**src/lc3b_types.sv**
```systemverilog
package lc3b_types;

typedef logic [15:0] lc3b_word;
typedef logic [2:0] lc3b_reg;
typedef logic [2:0] lc3b_nzp;

// LC-3b opcode field, only the supported subset
typedef enum logic [3:0] {
	op_br  = 4'b0000,
	op_add = 4'b0001,
	op_and = 4'b0101,
	op_ldr = 4'b0110,
	op_str = 4'b0111,
	op_not = 4'b1001
} lc3b_opcode;

typedef enum logic [1:0] {
	alu_add,
	alu_and,
	alu_not,
	alu_pass
} lc3b_aluop;

localparam lc3b_word NOP_IR = 16'h0000; // BR with empty nzp, never taken
localparam lc3b_word RESET_PC = 16'h0000;
localparam lc3b_word PC_STEP = 16'd2; // One 16-bit instruction
localparam lc3b_nzp CC_RESET = 3'b010; // Z set

endpackage : lc3b_types

```
**src/cpu_datapath.sv**
```systemverilog
module cpu_datapath
	import lc3b_types::*;
(
	input logic clk,
	input logic rst_n,
	input logic resp_a,
	input logic resp_b,
	input lc3b_word mem_rdata1,
	input lc3b_word mem_rdata2,
	output lc3b_word mem_addr1,
	output logic mem_read1,
	output lc3b_word mem_addr2,
	output logic mem_read2,
	output logic mem_write2,
	output lc3b_word mem_wdata2
);

// IF/ID
lc3b_word if_ir, if_pc;
// Decode sources
lc3b_reg dec_sr1_idx, dec_sr2_idx;
logic dec_sr1_valid, dec_sr2_valid;
// ID/EX
lc3b_word id_ir, id_pc, id_sr1, id_sr2, id_imm;
lc3b_reg id_dest, id_sr1_idx, id_sr2_idx;
lc3b_aluop id_aluop;
logic id_reg_write, id_is_load, id_is_store, id_is_branch, id_use_imm;
// EX/MEM
lc3b_word ex_ir, ex_alu, ex_store_data, ex_target;
lc3b_reg ex_dest;
logic ex_reg_write, ex_is_load, ex_is_store, ex_is_branch;
// MEM/WB
lc3b_word mem_ir, mem_alu, mem_mdr, mem_target;
lc3b_reg mem_dest;
logic mem_reg_write, mem_is_load, mem_is_branch;
// Writeback and control
lc3b_word wb_data, branch_target;
lc3b_reg wb_dest;
logic wb_we, branch_taken;
logic advance, bubble_ex, squash, data_wait;

flow_control flow_control (
	.clk(clk), .rst_n(rst_n), .data_wait(data_wait),
	.sr1_idx(dec_sr1_idx), .sr1_valid(dec_sr1_valid),
	.sr2_idx(dec_sr2_idx), .sr2_valid(dec_sr2_valid),
	.ex_dest(id_dest), .ex_is_load(id_is_load), .branch_taken(branch_taken),
	.advance(advance), .bubble_ex(bubble_ex), .squash(squash)
);

instruction_fetch if_stage (
	.clk(clk), .rst_n(rst_n), .resp_a(resp_a), .mem_rdata1(mem_rdata1),
	.advance(advance), .hold(bubble_ex), .branch_taken(branch_taken),
	.branch_target(branch_target), .squash(squash),
	.mem_addr1(mem_addr1), .mem_read1(mem_read1), .if_ir(if_ir), .if_pc(if_pc)
);

instruction_decode id_stage (
	.clk(clk), .rst_n(rst_n), .if_ir(if_ir), .if_pc(if_pc),
	.advance(advance), .bubble_ex(bubble_ex), .squash(squash),
	.wb_we(wb_we), .wb_dest(wb_dest), .wb_data(wb_data),
	.dec_sr1_idx(dec_sr1_idx), .dec_sr2_idx(dec_sr2_idx),
	.dec_sr1_valid(dec_sr1_valid), .dec_sr2_valid(dec_sr2_valid),
	.id_ir(id_ir), .id_pc(id_pc), .id_dest(id_dest), .id_reg_write(id_reg_write),
	.id_aluop(id_aluop), .id_is_load(id_is_load), .id_is_store(id_is_store),
	.id_is_branch(id_is_branch), .id_sr1(id_sr1), .id_sr2(id_sr2),
	.id_sr1_idx(id_sr1_idx), .id_sr2_idx(id_sr2_idx),
	.id_imm(id_imm), .id_use_imm(id_use_imm)
);

execution_module ex_stage (
	.clk(clk), .rst_n(rst_n), .id_ir(id_ir), .id_pc(id_pc), .id_dest(id_dest),
	.id_reg_write(id_reg_write), .id_aluop(id_aluop), .id_is_load(id_is_load),
	.id_is_store(id_is_store), .id_is_branch(id_is_branch),
	.id_sr1(id_sr1), .id_sr2(id_sr2), .id_sr1_idx(id_sr1_idx), .id_sr2_idx(id_sr2_idx),
	.id_imm(id_imm), .id_use_imm(id_use_imm), .advance(advance), .squash(squash),
	.fwd_mem_dest(ex_dest), .fwd_mem_data(ex_alu), .fwd_mem_we(ex_reg_write),
	.fwd_wb_dest(wb_dest), .fwd_wb_data(wb_data), .fwd_wb_we(wb_we),
	.ex_ir(ex_ir), .ex_dest(ex_dest), .ex_reg_write(ex_reg_write),
	.ex_is_load(ex_is_load), .ex_is_store(ex_is_store), .ex_is_branch(ex_is_branch),
	.ex_alu(ex_alu), .ex_store_data(ex_store_data), .branch_target(ex_target)
);

memory_module mem_stage (
	.clk(clk), .rst_n(rst_n), .ex_ir(ex_ir), .ex_dest(ex_dest),
	.ex_reg_write(ex_reg_write), .ex_is_load(ex_is_load), .ex_is_store(ex_is_store),
	.ex_is_branch(ex_is_branch), .ex_alu(ex_alu), .ex_store_data(ex_store_data),
	.ex_target(ex_target), .resp_b(resp_b), .mem_rdata2(mem_rdata2),
	.advance(advance), .squash(squash),
	.mem_addr2(mem_addr2), .mem_read2(mem_read2), .mem_write2(mem_write2),
	.mem_wdata2(mem_wdata2), .data_wait(data_wait),
	.mem_ir(mem_ir), .mem_dest(mem_dest), .mem_reg_write(mem_reg_write),
	.mem_is_load(mem_is_load), .mem_is_branch(mem_is_branch),
	.mem_alu(mem_alu), .mem_mdr(mem_mdr), .mem_target(mem_target)
);

writeback_module wb_stage (
	.clk(clk), .rst_n(rst_n), .mem_ir(mem_ir), .mem_dest(mem_dest),
	.mem_reg_write(mem_reg_write), .mem_is_load(mem_is_load),
	.mem_is_branch(mem_is_branch), .mem_alu(mem_alu), .mem_mdr(mem_mdr),
	.mem_target(mem_target),
	.wb_we(wb_we), .wb_dest(wb_dest), .wb_data(wb_data),
	.branch_taken(branch_taken), .branch_target(branch_target)
);

endmodule : cpu_datapath

```
**src/execution_module.sv**
```systemverilog
module execution_module
	import lc3b_types::*;
(
	input logic clk,
	input logic rst_n,
	input lc3b_word id_ir,
	input lc3b_word id_pc,
	input lc3b_reg id_dest,
	input logic id_reg_write,
	input lc3b_aluop id_aluop,
	input logic id_is_load,
	input logic id_is_store,
	input logic id_is_branch,
	input lc3b_word id_sr1,
	input lc3b_word id_sr2,
	input lc3b_reg id_sr1_idx,
	input lc3b_reg id_sr2_idx,
	input lc3b_word id_imm,
	input logic id_use_imm,
	input logic advance,
	input logic squash,
	input lc3b_reg fwd_mem_dest,
	input lc3b_word fwd_mem_data,
	input logic fwd_mem_we,
	input lc3b_reg fwd_wb_dest,
	input lc3b_word fwd_wb_data,
	input logic fwd_wb_we,
	output lc3b_word ex_ir,
	output lc3b_reg ex_dest,
	output logic ex_reg_write,
	output logic ex_is_load,
	output logic ex_is_store,
	output logic ex_is_branch,
	output lc3b_word ex_alu,
	output lc3b_word ex_store_data,
	output lc3b_word branch_target
);

lc3b_word op_a, op_b_reg, op_b, alu_out, target;

// Youngest producer wins
function automatic lc3b_word fwd_sel(input lc3b_reg idx, input lc3b_word rf_val,
	input logic m_we, input lc3b_reg m_dest, input lc3b_word m_data,
	input logic w_we, input lc3b_reg w_dest, input lc3b_word w_data);
	if (m_we && m_dest == idx) begin
		return m_data;
	end
	if (w_we && w_dest == idx) begin
		return w_data;
	end
	return rf_val;
endfunction

assign op_a = fwd_sel(id_sr1_idx, id_sr1, fwd_mem_we, fwd_mem_dest, fwd_mem_data,
	fwd_wb_we, fwd_wb_dest, fwd_wb_data);
assign op_b_reg = fwd_sel(id_sr2_idx, id_sr2, fwd_mem_we, fwd_mem_dest, fwd_mem_data,
	fwd_wb_we, fwd_wb_dest, fwd_wb_data);
assign op_b = id_use_imm ? id_imm : op_b_reg;
assign target = id_pc + PC_STEP + (id_imm << 1); // Word offset9 from next PC

always_comb begin
	case (id_aluop)
		alu_add: alu_out = op_a + op_b;
		alu_and: alu_out = op_a & op_b;
		alu_not: alu_out = ~op_a;
		default: alu_out = op_b;
	endcase
end

always_ff @(posedge clk or negedge rst_n) begin
	if (!rst_n) begin
		ex_ir <= NOP_IR;
		ex_dest <= '0;
		ex_reg_write <= 1'b0;
		ex_is_load <= 1'b0;
		ex_is_store <= 1'b0;
		ex_is_branch <= 1'b0;
	end else if (squash) begin
		ex_ir <= NOP_IR;
		ex_reg_write <= 1'b0;
		ex_is_load <= 1'b0;
		ex_is_store <= 1'b0;
		ex_is_branch <= 1'b0;
	end else if (advance) begin
		ex_ir <= id_ir;
		ex_dest <= id_dest;
		ex_reg_write <= id_reg_write;
		ex_is_load <= id_is_load;
		ex_is_store <= id_is_store;
		ex_is_branch <= id_is_branch;
	end
end

always_ff @(posedge clk) begin
	if (advance) begin
		ex_alu <= alu_out;
		ex_store_data <= op_b_reg;
		branch_target <= target;
	end
end

endmodule : execution_module

```
**src/flow_control.sv**
```systemverilog
module flow_control
	import lc3b_types::*;
(
	input logic clk,
	input logic rst_n,
	input logic data_wait,
	input lc3b_reg sr1_idx,
	input logic sr1_valid,
	input lc3b_reg sr2_idx,
	input logic sr2_valid,
	input lc3b_reg ex_dest,
	input logic ex_is_load,
	input logic branch_taken,
	output logic advance,
	output logic bubble_ex,
	output logic squash
);

logic squash_q;
logic sr1_hit;
logic sr2_hit;

assign advance = !data_wait; // Whole pipeline freezes on a pending data access

assign sr1_hit = sr1_valid && (sr1_idx == ex_dest);
assign sr2_hit = sr2_valid && (sr2_idx == ex_dest);
assign bubble_ex = ex_is_load && (sr1_hit || sr2_hit); // Load data exists only after MEM

// Redirect pulse, one cycle per taken branch
assign squash = branch_taken && !squash_q;

always_ff @(posedge clk or negedge rst_n) begin
	if (!rst_n) begin
		squash_q <= 1'b0;
	end else begin
		squash_q <= squash;
	end
end

endmodule : flow_control

```
**src/instruction_decode.sv**
```systemverilog
module instruction_decode
	import lc3b_types::*;
(
	input logic clk,
	input logic rst_n,
	input lc3b_word if_ir,
	input lc3b_word if_pc,
	input logic advance,
	input logic bubble_ex,
	input logic squash,
	input logic wb_we,
	input lc3b_reg wb_dest,
	input lc3b_word wb_data,
	output lc3b_reg dec_sr1_idx,
	output lc3b_reg dec_sr2_idx,
	output logic dec_sr1_valid,
	output logic dec_sr2_valid,
	output lc3b_word id_ir,
	output lc3b_word id_pc,
	output lc3b_reg id_dest,
	output logic id_reg_write,
	output lc3b_aluop id_aluop,
	output logic id_is_load,
	output logic id_is_store,
	output logic id_is_branch,
	output lc3b_word id_sr1,
	output lc3b_word id_sr2,
	output lc3b_reg id_sr1_idx,
	output lc3b_reg id_sr2_idx,
	output lc3b_word id_imm,
	output logic id_use_imm
);

lc3b_word regs [8];
lc3b_opcode opcode;
lc3b_aluop aluop;
lc3b_word rf_a, rf_b, imm;
logic reg_write, is_load, is_store, is_branch, use_imm;

assign opcode = lc3b_opcode'(if_ir[15:12]);
assign dec_sr1_idx = if_ir[8:6];
assign dec_sr2_idx = (opcode == op_str) ? if_ir[11:9] : if_ir[2:0]; // STR data in SR field

always_comb begin
	reg_write = 1'b0;
	aluop = alu_pass;
	is_load = 1'b0;
	is_store = 1'b0;
	is_branch = 1'b0;
	use_imm = 1'b1;
	dec_sr1_valid = 1'b0;
	dec_sr2_valid = 1'b0;
	imm = {{7{if_ir[8]}}, if_ir[8:0]}; // offset9
	case (opcode)
		op_add, op_and: begin
			reg_write = 1'b1;
			aluop = (opcode == op_and) ? alu_and : alu_add;
			use_imm = if_ir[5];
			dec_sr1_valid = 1'b1;
			dec_sr2_valid = !if_ir[5];
			imm = {{11{if_ir[4]}}, if_ir[4:0]}; // imm5
		end
		op_not: begin
			reg_write = 1'b1;
			aluop = alu_not;
			dec_sr1_valid = 1'b1;
		end
		op_ldr, op_str: begin
			reg_write = (opcode == op_ldr);
			is_load = (opcode == op_ldr);
			is_store = (opcode == op_str);
			aluop = alu_add; // Base plus offset6
			dec_sr1_valid = 1'b1;
			dec_sr2_valid = (opcode == op_str);
			imm = {{10{if_ir[5]}}, if_ir[5:0]};
		end
		op_br: is_branch = 1'b1;
		default: ; // Unsupported opcodes behave as NOP
	endcase
end

// Same-cycle writeback is visible to decode
assign rf_a = (wb_we && wb_dest == dec_sr1_idx) ? wb_data : regs[dec_sr1_idx];
assign rf_b = (wb_we && wb_dest == dec_sr2_idx) ? wb_data : regs[dec_sr2_idx];

always_ff @(posedge clk) begin
	if (wb_we) begin
		regs[wb_dest] <= wb_data;
	end
end

always_ff @(posedge clk or negedge rst_n) begin
	if (!rst_n) begin
		id_ir <= NOP_IR;
		id_dest <= '0;
		id_reg_write <= 1'b0;
		id_aluop <= alu_pass;
		id_is_load <= 1'b0;
		id_is_store <= 1'b0;
		id_is_branch <= 1'b0;
		id_sr1_idx <= '0;
		id_sr2_idx <= '0;
		id_use_imm <= 1'b0;
	end else if (squash || (advance && bubble_ex)) begin
		id_ir <= NOP_IR;
		id_reg_write <= 1'b0;
		id_aluop <= alu_pass;
		id_is_load <= 1'b0;
		id_is_store <= 1'b0;
		id_is_branch <= 1'b0;
	end else if (advance) begin
		id_ir <= if_ir;
		id_dest <= if_ir[11:9];
		id_reg_write <= reg_write;
		id_aluop <= aluop;
		id_is_load <= is_load;
		id_is_store <= is_store;
		id_is_branch <= is_branch;
		id_sr1_idx <= dec_sr1_idx;
		id_sr2_idx <= dec_sr2_idx;
		id_use_imm <= use_imm;
	end
end

always_ff @(posedge clk) begin
	if (advance) begin
		id_pc <= if_pc;
		id_sr1 <= rf_a;
		id_sr2 <= rf_b;
		id_imm <= imm;
	end
end

endmodule : instruction_decode

```
**src/instruction_fetch.sv**
```systemverilog
module instruction_fetch
	import lc3b_types::*;
(
	input logic clk,
	input logic rst_n,
	input logic resp_a,
	input lc3b_word mem_rdata1,
	input logic advance,
	input logic hold,
	input logic branch_taken,
	input lc3b_word branch_target,
	input logic squash,
	output lc3b_word mem_addr1,
	output logic mem_read1,
	output lc3b_word if_ir,
	output lc3b_word if_pc
);

lc3b_word pc;
lc3b_word redirect_pc;
logic stale; // Outstanding fetch belongs to the old path
logic accept;

assign mem_addr1 = pc;
assign accept = resp_a && !stale && !branch_taken && advance && !hold;

always_ff @(posedge clk or negedge rst_n) begin
	if (!rst_n) begin
		pc <= RESET_PC;
		stale <= 1'b0;
		mem_read1 <= 1'b0;
	end else begin
		mem_read1 <= 1'b1;
		if (branch_taken) begin
			if (resp_a) begin
				pc <= branch_target; // Port is free, switch at once
				stale <= 1'b0;
			end else begin
				stale <= 1'b1;
			end
		end else if (resp_a) begin
			if (stale) begin
				pc <= redirect_pc;
				stale <= 1'b0;
			end else if (accept) begin
				pc <= pc + PC_STEP;
			end
		end
	end
end

always_ff @(posedge clk) begin
	if (branch_taken) begin
		redirect_pc <= branch_target;
	end
end

always_ff @(posedge clk or negedge rst_n) begin
	if (!rst_n) begin
		if_ir <= NOP_IR;
	end else if (squash) begin
		if_ir <= NOP_IR;
	end else if (advance && !hold) begin
		if_ir <= accept ? mem_rdata1 : NOP_IR; // Empty slot while fetch waits
	end
end

always_ff @(posedge clk) begin
	if (accept) begin
		if_pc <= pc;
	end
end

endmodule : instruction_fetch

```
**src/memory_module.sv**
```systemverilog
module memory_module
	import lc3b_types::*;
(
	input logic clk,
	input logic rst_n,
	input lc3b_word ex_ir,
	input lc3b_reg ex_dest,
	input logic ex_reg_write,
	input logic ex_is_load,
	input logic ex_is_store,
	input logic ex_is_branch,
	input lc3b_word ex_alu,
	input lc3b_word ex_store_data,
	input lc3b_word ex_target,
	input logic resp_b,
	input lc3b_word mem_rdata2,
	input logic advance,
	input logic squash,
	output lc3b_word mem_addr2,
	output logic mem_read2,
	output logic mem_write2,
	output lc3b_word mem_wdata2,
	output logic data_wait,
	output lc3b_word mem_ir,
	output lc3b_reg mem_dest,
	output logic mem_reg_write,
	output logic mem_is_load,
	output logic mem_is_branch,
	output lc3b_word mem_alu,
	output lc3b_word mem_mdr,
	output lc3b_word mem_target
);

assign mem_addr2 = ex_alu;
assign mem_wdata2 = ex_store_data;
assign mem_read2 = ex_is_load && !squash; // Wrong-path access never starts
assign mem_write2 = ex_is_store && !squash;
assign data_wait = (mem_read2 || mem_write2) && !resp_b;

always_ff @(posedge clk or negedge rst_n) begin
	if (!rst_n) begin
		mem_ir <= NOP_IR;
		mem_dest <= '0;
		mem_reg_write <= 1'b0;
		mem_is_load <= 1'b0;
		mem_is_branch <= 1'b0;
	end else if (squash) begin
		mem_ir <= NOP_IR;
		mem_reg_write <= 1'b0;
		mem_is_load <= 1'b0;
		mem_is_branch <= 1'b0;
	end else if (advance) begin
		mem_ir <= ex_ir;
		mem_dest <= ex_dest;
		mem_reg_write <= ex_reg_write;
		mem_is_load <= ex_is_load;
		mem_is_branch <= ex_is_branch;
	end
end

always_ff @(posedge clk) begin
	if (advance) begin
		mem_alu <= ex_alu;
		mem_target <= ex_target;
		if (ex_is_load) begin
			mem_mdr <= mem_rdata2; // resp_b is high whenever a load advances
		end
	end
end

endmodule : memory_module

```
**src/writeback_module.sv**
```systemverilog
module writeback_module
	import lc3b_types::*;
(
	input logic clk,
	input logic rst_n,
	input lc3b_word mem_ir,
	input lc3b_reg mem_dest,
	input logic mem_reg_write,
	input logic mem_is_load,
	input logic mem_is_branch,
	input lc3b_word mem_alu,
	input lc3b_word mem_mdr,
	input lc3b_word mem_target,
	output logic wb_we,
	output lc3b_reg wb_dest,
	output lc3b_word wb_data,
	output logic branch_taken,
	output lc3b_word branch_target
);

lc3b_nzp nzp;
lc3b_nzp nzp_next;

assign wb_we = mem_reg_write;
assign wb_dest = mem_dest;
assign wb_data = mem_is_load ? mem_mdr : mem_alu;
assign branch_target = mem_target;
assign branch_taken = mem_is_branch && |(mem_ir[11:9] & nzp);

always_comb begin
	if (wb_data[15]) begin
		nzp_next = 3'b100;
	end else if (wb_data == '0) begin
		nzp_next = 3'b010;
	end else begin
		nzp_next = 3'b001;
	end
end

always_ff @(posedge clk or negedge rst_n) begin
	if (!rst_n) begin
		nzp <= CC_RESET;
	end else if (wb_we) begin
		nzp <= nzp_next; // Every register write sets the codes
	end
end

endmodule : writeback_module
```
**config.mk**
```make
export PLATFORM = sky130hd
export DESIGN_NAME = cpu_datapath
export DESIGN_NICKNAME = d
export VERILOG_FILES = /design/src/lc3b_types.sv /design/src/cpu_datapath.sv /design/src/execution_module.sv /design/src/flow_control.sv /design/src/instruction_decode.sv /design/src/instruction_fetch.sv /design/src/memory_module.sv /design/src/writeback_module.sv
export SDC_FILE = /design/constraint.sdc
export NUM_CORES = 1
export LEC_CHECK = 0
export BUFFER_PORTS_ARGS = -buffer_cell sky130_fd_sc_hd__buf_2
export CAP_MARGIN = 20
export CORE_MARGIN = 8
export CORE_UTILIZATION = 40
export CTS_CLUSTER_DIAMETER = 200
export CTS_CLUSTER_SIZE = 24
export DETAILED_ROUTE_END_ITERATION = 16
export PLACE_DENSITY_LB_ADDON = 0.15
export SLEW_MARGIN = 25
export SYNTH_ARGS = -nofsm -noshare
export SYNTH_HDL_FRONTEND = slang
export SYNTH_HIERARCHICAL = 1
export SYNTH_SLANG_ARGS = --single-unit
```
**constraint.sdc**
```tcl
create_clock -name clk -period 9 [get_ports clk]
set_input_delay 0.45 -clock clk [delete_from_list [all_inputs] [get_ports clk]]
set_output_delay 0.45 -clock clk [all_outputs]
set_load 0.005 [all_outputs]
```
## Word-level counts from Yosys, hierarchy flattened

Memory sizes are Yosys's and may differ from the RTL's. A register that Yosys moved wholly into a read port is not among the register bits.
Cells that the tools add are included.

| word-level totals | value |
|---|---|
| register bits | 263 |
| memory bits (writable) | 128 |
| input bits | 36 |
| logic and storage cells | 182 |
| memories | 1 |

| operators by class | value |
|---|---|
| $add $sub $neg | 4 |
| eq/ne operators | 15 |
| muxes and demuxes | 73 |
| bitwise gates (word level) | 6 |
| reduce and logical (&&, ||, !) cells | 46 |

Memory list:

| memory | words | width | rd ports | clocked after memory_dff | wr ports | RTL line | source |
|---|---|---|---|---|---|---|---|
| id_stage.regs | 8 | 16 | 2 | 2 | 1 | instruction_decode.sv:34 | `lc3b_word regs [8];` |

Operators with widths:

| cell | number |
|---|---|
| two-way mux 16 bit | 18 |
| two-way mux 12 bit | 6 |
| one-hot mux 16 bit (3 select lines) | 1 |
| two-way mux 1 bit | 39 |
| adder 16 bit | 2 |
| adder 16 x 2 -> 16 bit, second input constant | 2 |
| one-hot mux 16 bit (2 select lines) | 1 |
| == test 3 bit | 6 |
| logical AND 1 bit | 18 |
| AND 16 bit | 1 |
| logical NOT 16 bit | 1 |
| NOT 16 bit | 1 |
| == test 4 x 3 -> 1 bit, second input constant | 3 |
| logical NOT 1 bit | 10 |
| AND reduction 2 bit | 4 |
| two-way mux 2 bit | 3 |
| two-way mux 3 bit | 2 |
| one-hot mux 2 bit (3 select lines) | 1 |
| OR reduction 3 bit | 2 |
| OR reduction 5 bit | 1 |
| == test 4 x 1 -> 1 bit, second input constant | 1 |
| == test 4 bit, second input constant | 1 |
| logical NOT 4 bit | 1 |
| one-hot mux 1 bit (2 select lines) | 2 |
| 11 further kinds | 17 |

## Longest topological paths before layout

| logic depth | value |
|---|---|
| depth in word-level cells | 15 |
| mapped depth | 18 |

## By module

Netlist, hierarchy kept.

By module, submodules not included:

| module | times used | cells an instance | area an instance (um^2) | sequential area each (um^2) |
|---|---|---|---|---|
| instruction_decode | 1 | 689 | 9425.3 | 6358.6 |
| execution_module | 1 | 524 | 5447.7 | 2016.9 |
| instruction_fetch | 1 | 206 | 2735.1 | 1811.7 |
| memory_module | 1 | 153 | 2612.5 | 1991.9 |
| writeback_module | 1 | 61 | 589.3 | 76.3 |
| flow_control | 1 | 12 | 107.6 | 25.0 |

## Worst setup path after synthesis

OpenSTA, ideal clock, no wires.

| timing | value |
|---|---|
| kind | register -> register |
| from | register wb_stage.nzp[1] |
| to | register if_stage.if_ir[12] |
| data arrival time | 7.170 ns |
| required time | 8.934 ns |
| slack | 1.765 ns |
| cell stages (with the launch flop) | 13 |
| period minus slack after synthesis | 7.235 ns |
| cell sequence | dfstp_2 -> a222oi_1 -> nor2b_1 -> nor2b_1 -> buf_2 -> nor3_1 -> inv_1 -> and2b_1 -> and3_1 -> nor2b_1 -> buf_2 -> buf_6 -> a22o_1 |

| between the ends | value |
|---|---|
| word-level cells in the longest chain between the ends | 14 |
| elaborated cells between the ends (all ways) | 19 |
| classes of those cells | 3 x mux; 1 x bitwise; 15 x reduce/logical |

Ends and longest elaborated chain:

| element | RTL line | source |
|---|---|---|
| start, declared | writeback_module.sv:21 | `lc3b_nzp nzp;` |
| start signal, assigned | writeback_module.sv:44 | `nzp <= nzp_next;` |
| AND 3 bit (*) | writeback_module.sv:28 | `assign branch_taken = mem_is_branch && \|(mem_ir[11:9] & nzp);` |
| OR reduction 3 bit (*) | writeback_module.sv:28 |  |
| logical AND 1 bit (*) | writeback_module.sv:28 |  |
| via branch_taken | cpu_datapath.sv:39 | `logic wb_we, branch_taken;` |
| logical AND 1 bit (*) | flow_control.sv:30 | `assign squash = branch_taken && !squash_q;` |
| via squash | cpu_datapath.sv:40 | `logic advance, bubble_ex, squash, data_wait;` |
| logical NOT 1 bit (*) | memory_module.sv:36, memory_module.sv:37 |  |
| logical AND 1 bit (on tied branches) | memory_module.sv:36, memory_module.sv:37 |  |
| [2 not listed] | - |  |
| via data_wait | cpu_datapath.sv:40 |  |
| logical NOT 1 bit (*) | flow_control.sv:23 | `assign advance = !data_wait;` |
| via advance | cpu_datapath.sv:40 |  |
| logical AND 1 bit (*) (2 in a row) | instruction_fetch.sv:25 | `assign accept = resp_a && !stale && !branch_taken && advance && !hold;` |
| via if_stage.accept | instruction_fetch.sv:22 | `logic accept;` |
| two-way mux 16 bit (*) | instruction_fetch.sv:64 | `if_ir <= accept ? mem_rdata1 : NOP_IR;` |
| two-way mux 16 bit (*) | instruction_fetch.sv:63 | `end else if (advance && !hold) begin` |
| two-way mux 16 bit (*) | instruction_fetch.sv:61 | `end else if (squash) begin` |
| end signal, assigned | instruction_fetch.sv:64 |  |
| end, declared | instruction_fetch.sv:15 | `output lc3b_word if_ir,` |

Mark *: on every way through the listed nets, which the timed path passes. The rest lies on a longest branch. The select of a mux whose other input is x is not followed.
A chain may end at the register's enable or synchronous reset.

## Final worst setup path

| timing | value |
|---|---|
| from | register mem_stage.mem_is_load |
| to | register ex_stage.ex_alu[10], data pin |

| between the ends | value |
|---|---|
| word-level cells in the longest chain between the ends | 7 |
| elaborated cells between the ends (all ways) | 12 |
| classes of those cells | 1 x add/sub; 9 x mux; 2 x bitwise |

Ends and longest elaborated chain:

| element | RTL line | source |
|---|---|---|
| start, declared | memory_module.sv:27 | `output logic mem_is_load,` |
| start signal, assigned | memory_module.sv:56 | `mem_is_load <= ex_is_load;` |
| two-way mux 16 bit | writeback_module.sv:26 | `assign wb_data = mem_is_load ? mem_mdr : mem_alu;` |
| via wb_data[0] | cpu_datapath.sv:37 | `lc3b_word wb_data, branch_target;` |
| two-way mux 16 bit | execution_module.sv:48 | `if (w_we && w_dest == idx) begin` |
| two-way mux 16 bit | execution_module.sv:51 | `return rf_val;` |
| two-way mux 16 bit | execution_module.sv:48 |  |
| via ex_stage.op_b_reg[0] | execution_module.sv:39 | `lc3b_word op_a, op_b_reg, op_b, alu_out, target;` |
| two-way mux 16 bit | execution_module.sv:58 | `assign op_b = id_use_imm ? id_imm : op_b_reg;` |
| adder 16 bit | execution_module.sv:63 | `alu_add: alu_out = op_a + op_b;` |
| one-hot mux 16 bit (3 select lines) | execution_module.sv:62 | `case (id_aluop)` |
| via ex_stage.alu_out[10] | execution_module.sv:39 |  |
| end signal, assigned | execution_module.sv:96 | `ex_alu <= alu_out;` |
| end, declared | execution_module.sv:34 | `output lc3b_word ex_alu,` |

The timed path passes the listed nets, and every way through them passes these cells.

==> load_flow_metrics.sql <==
INSERT INTO impl_metrics (metric_group, metric, value, unit) VALUES
('outcome', 'status', 'finished clean', ''),
('critical_path', 'crit_path_cell_trace', 'mux2_2 -> mux2i_1 -> o21ai_0 -> mux2_2 -> ha_1 -> inv_1 -> fa_1 -> nand4b_1 -> and3b_1 -> mux2i_1 -> a311oi_2 -> a31oi_1 -> xnor2_1 -> mux4_2', ''),
('critical_path', 'path_delay_family', 'multiplexers', ''),
('logic_synthesis', 'postSynthCellCount', '1541', ''),
('hold_path', 'hold_path_class', 'input pin to flop', ''),
('clocking', 'insertion_delay', '0.56', 'ns'),
('critical_path', 'ff2ff_setup_slack', '4.25', 'ns'),
('critical_path', 'path_max_fanout', '21', ''),
('routing', 'drtIter0Drc', '992', ''),
('critical_path', 'r2r.worst_path.cells', '14', ''),
('placement', 'place_congestion', '0.780', ''),
('global_route', 'grt_first_pass_wirelength', '73.9', 'mm'),
('global_route', 'antenna_violations_before_repair', '1', ''),
('global_route', 'grt_util_all_layers', '16.8', '%'),
('floorplanning', 'initial_core_util', '40.1', '%'),
('clocking', 'clk_root_buffer_cell', 'sky130_fd_sc_hd__clkbuf_16', ''),
('routing', 'drt-wirelength-per-cell', '22.4', 'um'),
('timing', 'finalMaxSlewViolations', '0', ''),
('timing', 'final-hold-violation-count', '0', ''),
('clocking', 'cts_tree', 'built', ''),
('finish', 'areaGrowthSynthToFinish', '5.73', '%'),
('clocking', 'ctsLongestPathBuffers', '3', ''),
('pwr', 'peakVddDrop', '0.128', 'mV'),
('critical_path', 'critical_path.max_stage_delay', '0.96', 'ns'),
('critical_path', 'worstSetupStartpoint', 'mem_stage/mem_is_load', ''),
('timing', 'min_period_over_period', '52.8', '%'),
('routing', 'vias', '12000', ''),
('critical_path', 'cpMaxStageDelayCell', 'sky130_fd_sc_hd__dfrtp_1', ''),
('job', 'max_cap_viol_count', '0', ''),
('timing', 'setup_ws', '4.25', 'ns'),
('routing', 'drtAntennaViolNets', '0', ''),
('finish', 'num-nets-final', '1605', ''),
('pwr', 'comb_power_share', '40.0', '%'),
('floorplanning', 'core_region_area', '48500', 'um^2'),
('floorplanning', 'floorplan.rows', '81', ''),
('timing', 'grt_setup_unrepaired', 'false', ''),
('hold_path', 'min_to', 'mem_stage/mem_mdr[10]', ''),
('floorplanning', 'fp.dieW', '237', 'um'),
('global_route', 'global_route.overflow_total', '0', ''),
('clocking', 'cts_sinks', '389', ''),
('logic_synthesis', 'ys_warn_count', '6', ''),
('critical_path', 'element_type_at_the_critical_path_end', 'flop', ''),
('finish', 'layout-drive-gt1-share', '16.7', '%'),
('critical_path', 'critical_path_arrival', '5.06', 'ns'),
('critical_path', 'reg2reg_to', 'ex_stage/ex_alu[10]', ''),
('floorplanning', 'ios', '87', ''),
('critical_path', 'worst_ep_required_time', '9.31', 'ns'),
('floorplanning', 'chipHeight', '237', 'um'),
('timing', 'setup_viol', '0', ''),
('placement', 'portBuffers', '86', ''),
('timing', 'skew', '0.0356', 'ns'),
('pwr', 'p_int', '4.29', 'mW'),
('placement', 'post-place-ws', '4.24', 'ns'),
('clocking', 'cts_buffers', '20', ''),
('clocking', 'ctsHtreeMaxLevel', '1', ''),
('pwr', 'leakage', '8.07', 'nW'),
('pwr', 'clkPwrFrac', '14.9', '%'),
('timing', 'tns', '0', 'ns'),
('critical_path', 'timing.rr.start', 'mem_stage/mem_is_load', ''),
('pwr', 'power.total', '6.87', 'mW'),
('timing', 'max_slew_headroom', '28.8', '%'),
('logic_synthesis', 'syn-mean-instance-area', '12.6', 'um^2'),
('pwr', 'p_per_area', '334', 'nW/um^2'),
('routing', 'totalWireLength', '48.3', 'mm'),
('critical_path', 'critPathBufInv', '1', ''),
('critical_path', 'cp_class', 'flop to flop', ''),
('pwr', 'power.net_switching', '2.58', 'mW'),
('global_route', 'grt_start_max_net_pins', '91', ''),
('routing', 'drc_errors', '0', ''),
('placement', 'detailed_place_hpwl', '32.6', 'mm'),
('hold_path', 'number_of_cells_traversed_by_the_worst_hold_path', '1', '');
cell usage in the layout, fill, tap and decap left out, types with 6 or more instances in the layout:
cell type / count
sky130_fd_sc_hd__a211oi_1: 6
sky130_fd_sc_hd__o21ai_1: 18
sky130_fd_sc_hd__a21o_1: 20
sky130_fd_sc_hd__nand3_1: 69
sky130_fd_sc_hd__clkbuf_16: 21
sky130_fd_sc_hd__clkbuf_1: 14
sky130_fd_sc_hd__xnor2_1: 39
sky130_fd_sc_hd__a22o_1: 23
sky130_fd_sc_hd__buf_4: 23
sky130_fd_sc_hd__edfxtp_1: 313
sky130_fd_sc_hd__inv_1: 34
sky130_fd_sc_hd__nand2b_1: 6
sky130_fd_sc_hd__buf_2: 85
sky130_fd_sc_hd__a31oi_1: 6
sky130_fd_sc_hd__mux2_2: 38
sky130_fd_sc_hd__o22ai_1: 6
sky130_fd_sc_hd__nand4_1: 26
sky130_fd_sc_hd__o21ai_0: 45
sky130_fd_sc_hd__nor2b_1: 11
sky130_fd_sc_hd__mux4_2: 42
sky130_fd_sc_hd__nor2_1: 89
sky130_fd_sc_hd__nand2_1: 196
sky130_fd_sc_hd__and3_1: 12
sky130_fd_sc_hd__ha_1: 44
sky130_fd_sc_hd__a21oi_1: 53
sky130_fd_sc_hd__mux2i_1: 65
sky130_fd_sc_hd__dfrtp_1: 72
sky130_fd_sc_hd__nor3_1: 10
sky130_fd_sc_hd__o21bai_1: 6
sky130_fd_sc_hd__xor2_1: 10
through the flow:
stage	util [%]	std cells	instance area, um^2
2_1_floorplan	-	1541	19500
3_3_place_gp	41.1	2122	20000
3_5_place_dp	41.1	2122	20000
4_1_cts	42.4	2158	20600
6_report	42.4	2159	20600
5_1_grt	42.4	2159	20600
metal layers:
| layer | up-vias | track usage (%) | share of wire, % |
|---|---|---|---|
| li1 | 5611 | - | - |
| met1 | 6054 | 23.6 | 46 |
| met2 | 261 | 28.0 | 48 |
| met3 | 39 | 2.07 | 4.8 |
| met4 | 0 | 3.33 | 1.7 |
| met5 | - | 0 | 0 |
worst reg2reg max path: cells and delay by family (launching register included):
family	cells	cell delay, ns
xor+xnor	1	0.15
compound gates	3	0.94
fa+ha+maj	2	0.61
simple gates	2	0.46
buf+inv	1	0.07
flops	1	0.96
mux	5	1.35
sequential cells by signal, indices dropped and copies added, names as in the netlist, 9 cells and up:
signal	cells
ex_stage/branch_target	16
ex_stage/ex_alu	16
ex_stage/ex_store_data	16
id_stage/id_imm	9
id_stage/id_pc	16
id_stage/id_sr1	16
id_stage/id_sr2	16
id_stage/regs	128
if_stage/if_ir	16
if_stage/if_pc	16
if_stage/mem_addr1	16
if_stage/redirect_pc	16
mem_stage/mem_alu	16
mem_stage/mem_mdr	16
mem_stage/mem_target	16
power groups by stage:
stage	sequential, mW	combinational [mW]	clock (mW)
detailed placement	3.14	2.75	0
global route	3.16	3.05	1.12
finish	3.09	2.75	1.03
CTS	3.11	2.76	1.07
floorplan	2.90	2.25	0
global placement	3.14	2.71	0
worst max-delay path by stage:
stage | end | cells after the start
finish | ex_stage/ex_alu[10] | 14
global route | ex_stage/ex_alu[10] | 14
CTS | ex_stage/ex_alu[10] | 14
detailed placement | ex_stage/ex_alu[10] | 14
global placement | ex_stage/ex_alu[10] | 14
floorplan | if_stage/if_ir[12] | 12
area by class of cell:
| cell class | instances | area (um^2) |
|---|---|---|
| Clock buffer | 35 | 578 |
| Clock inverter | 1 | 20.0 |
| Fill cell | 4423 | 28000 |
| Inverter | 39 | 151 |
| Multi-Input combinational cell | 963 | 7130 |
| Sequential cell | 389 | 11300 |
| Tap cell | 622 | 778 |
| Timing Repair Buffer | 110 | 619 |
repair_timing:
action	4_1_cts	5_1_grt
endpoints found under the hold margin	0	28
hold buffers	0	1
resized for setup	0	0
buffers inserted	0	0
No activity file was read; power rests on OpenSTA's default activity.
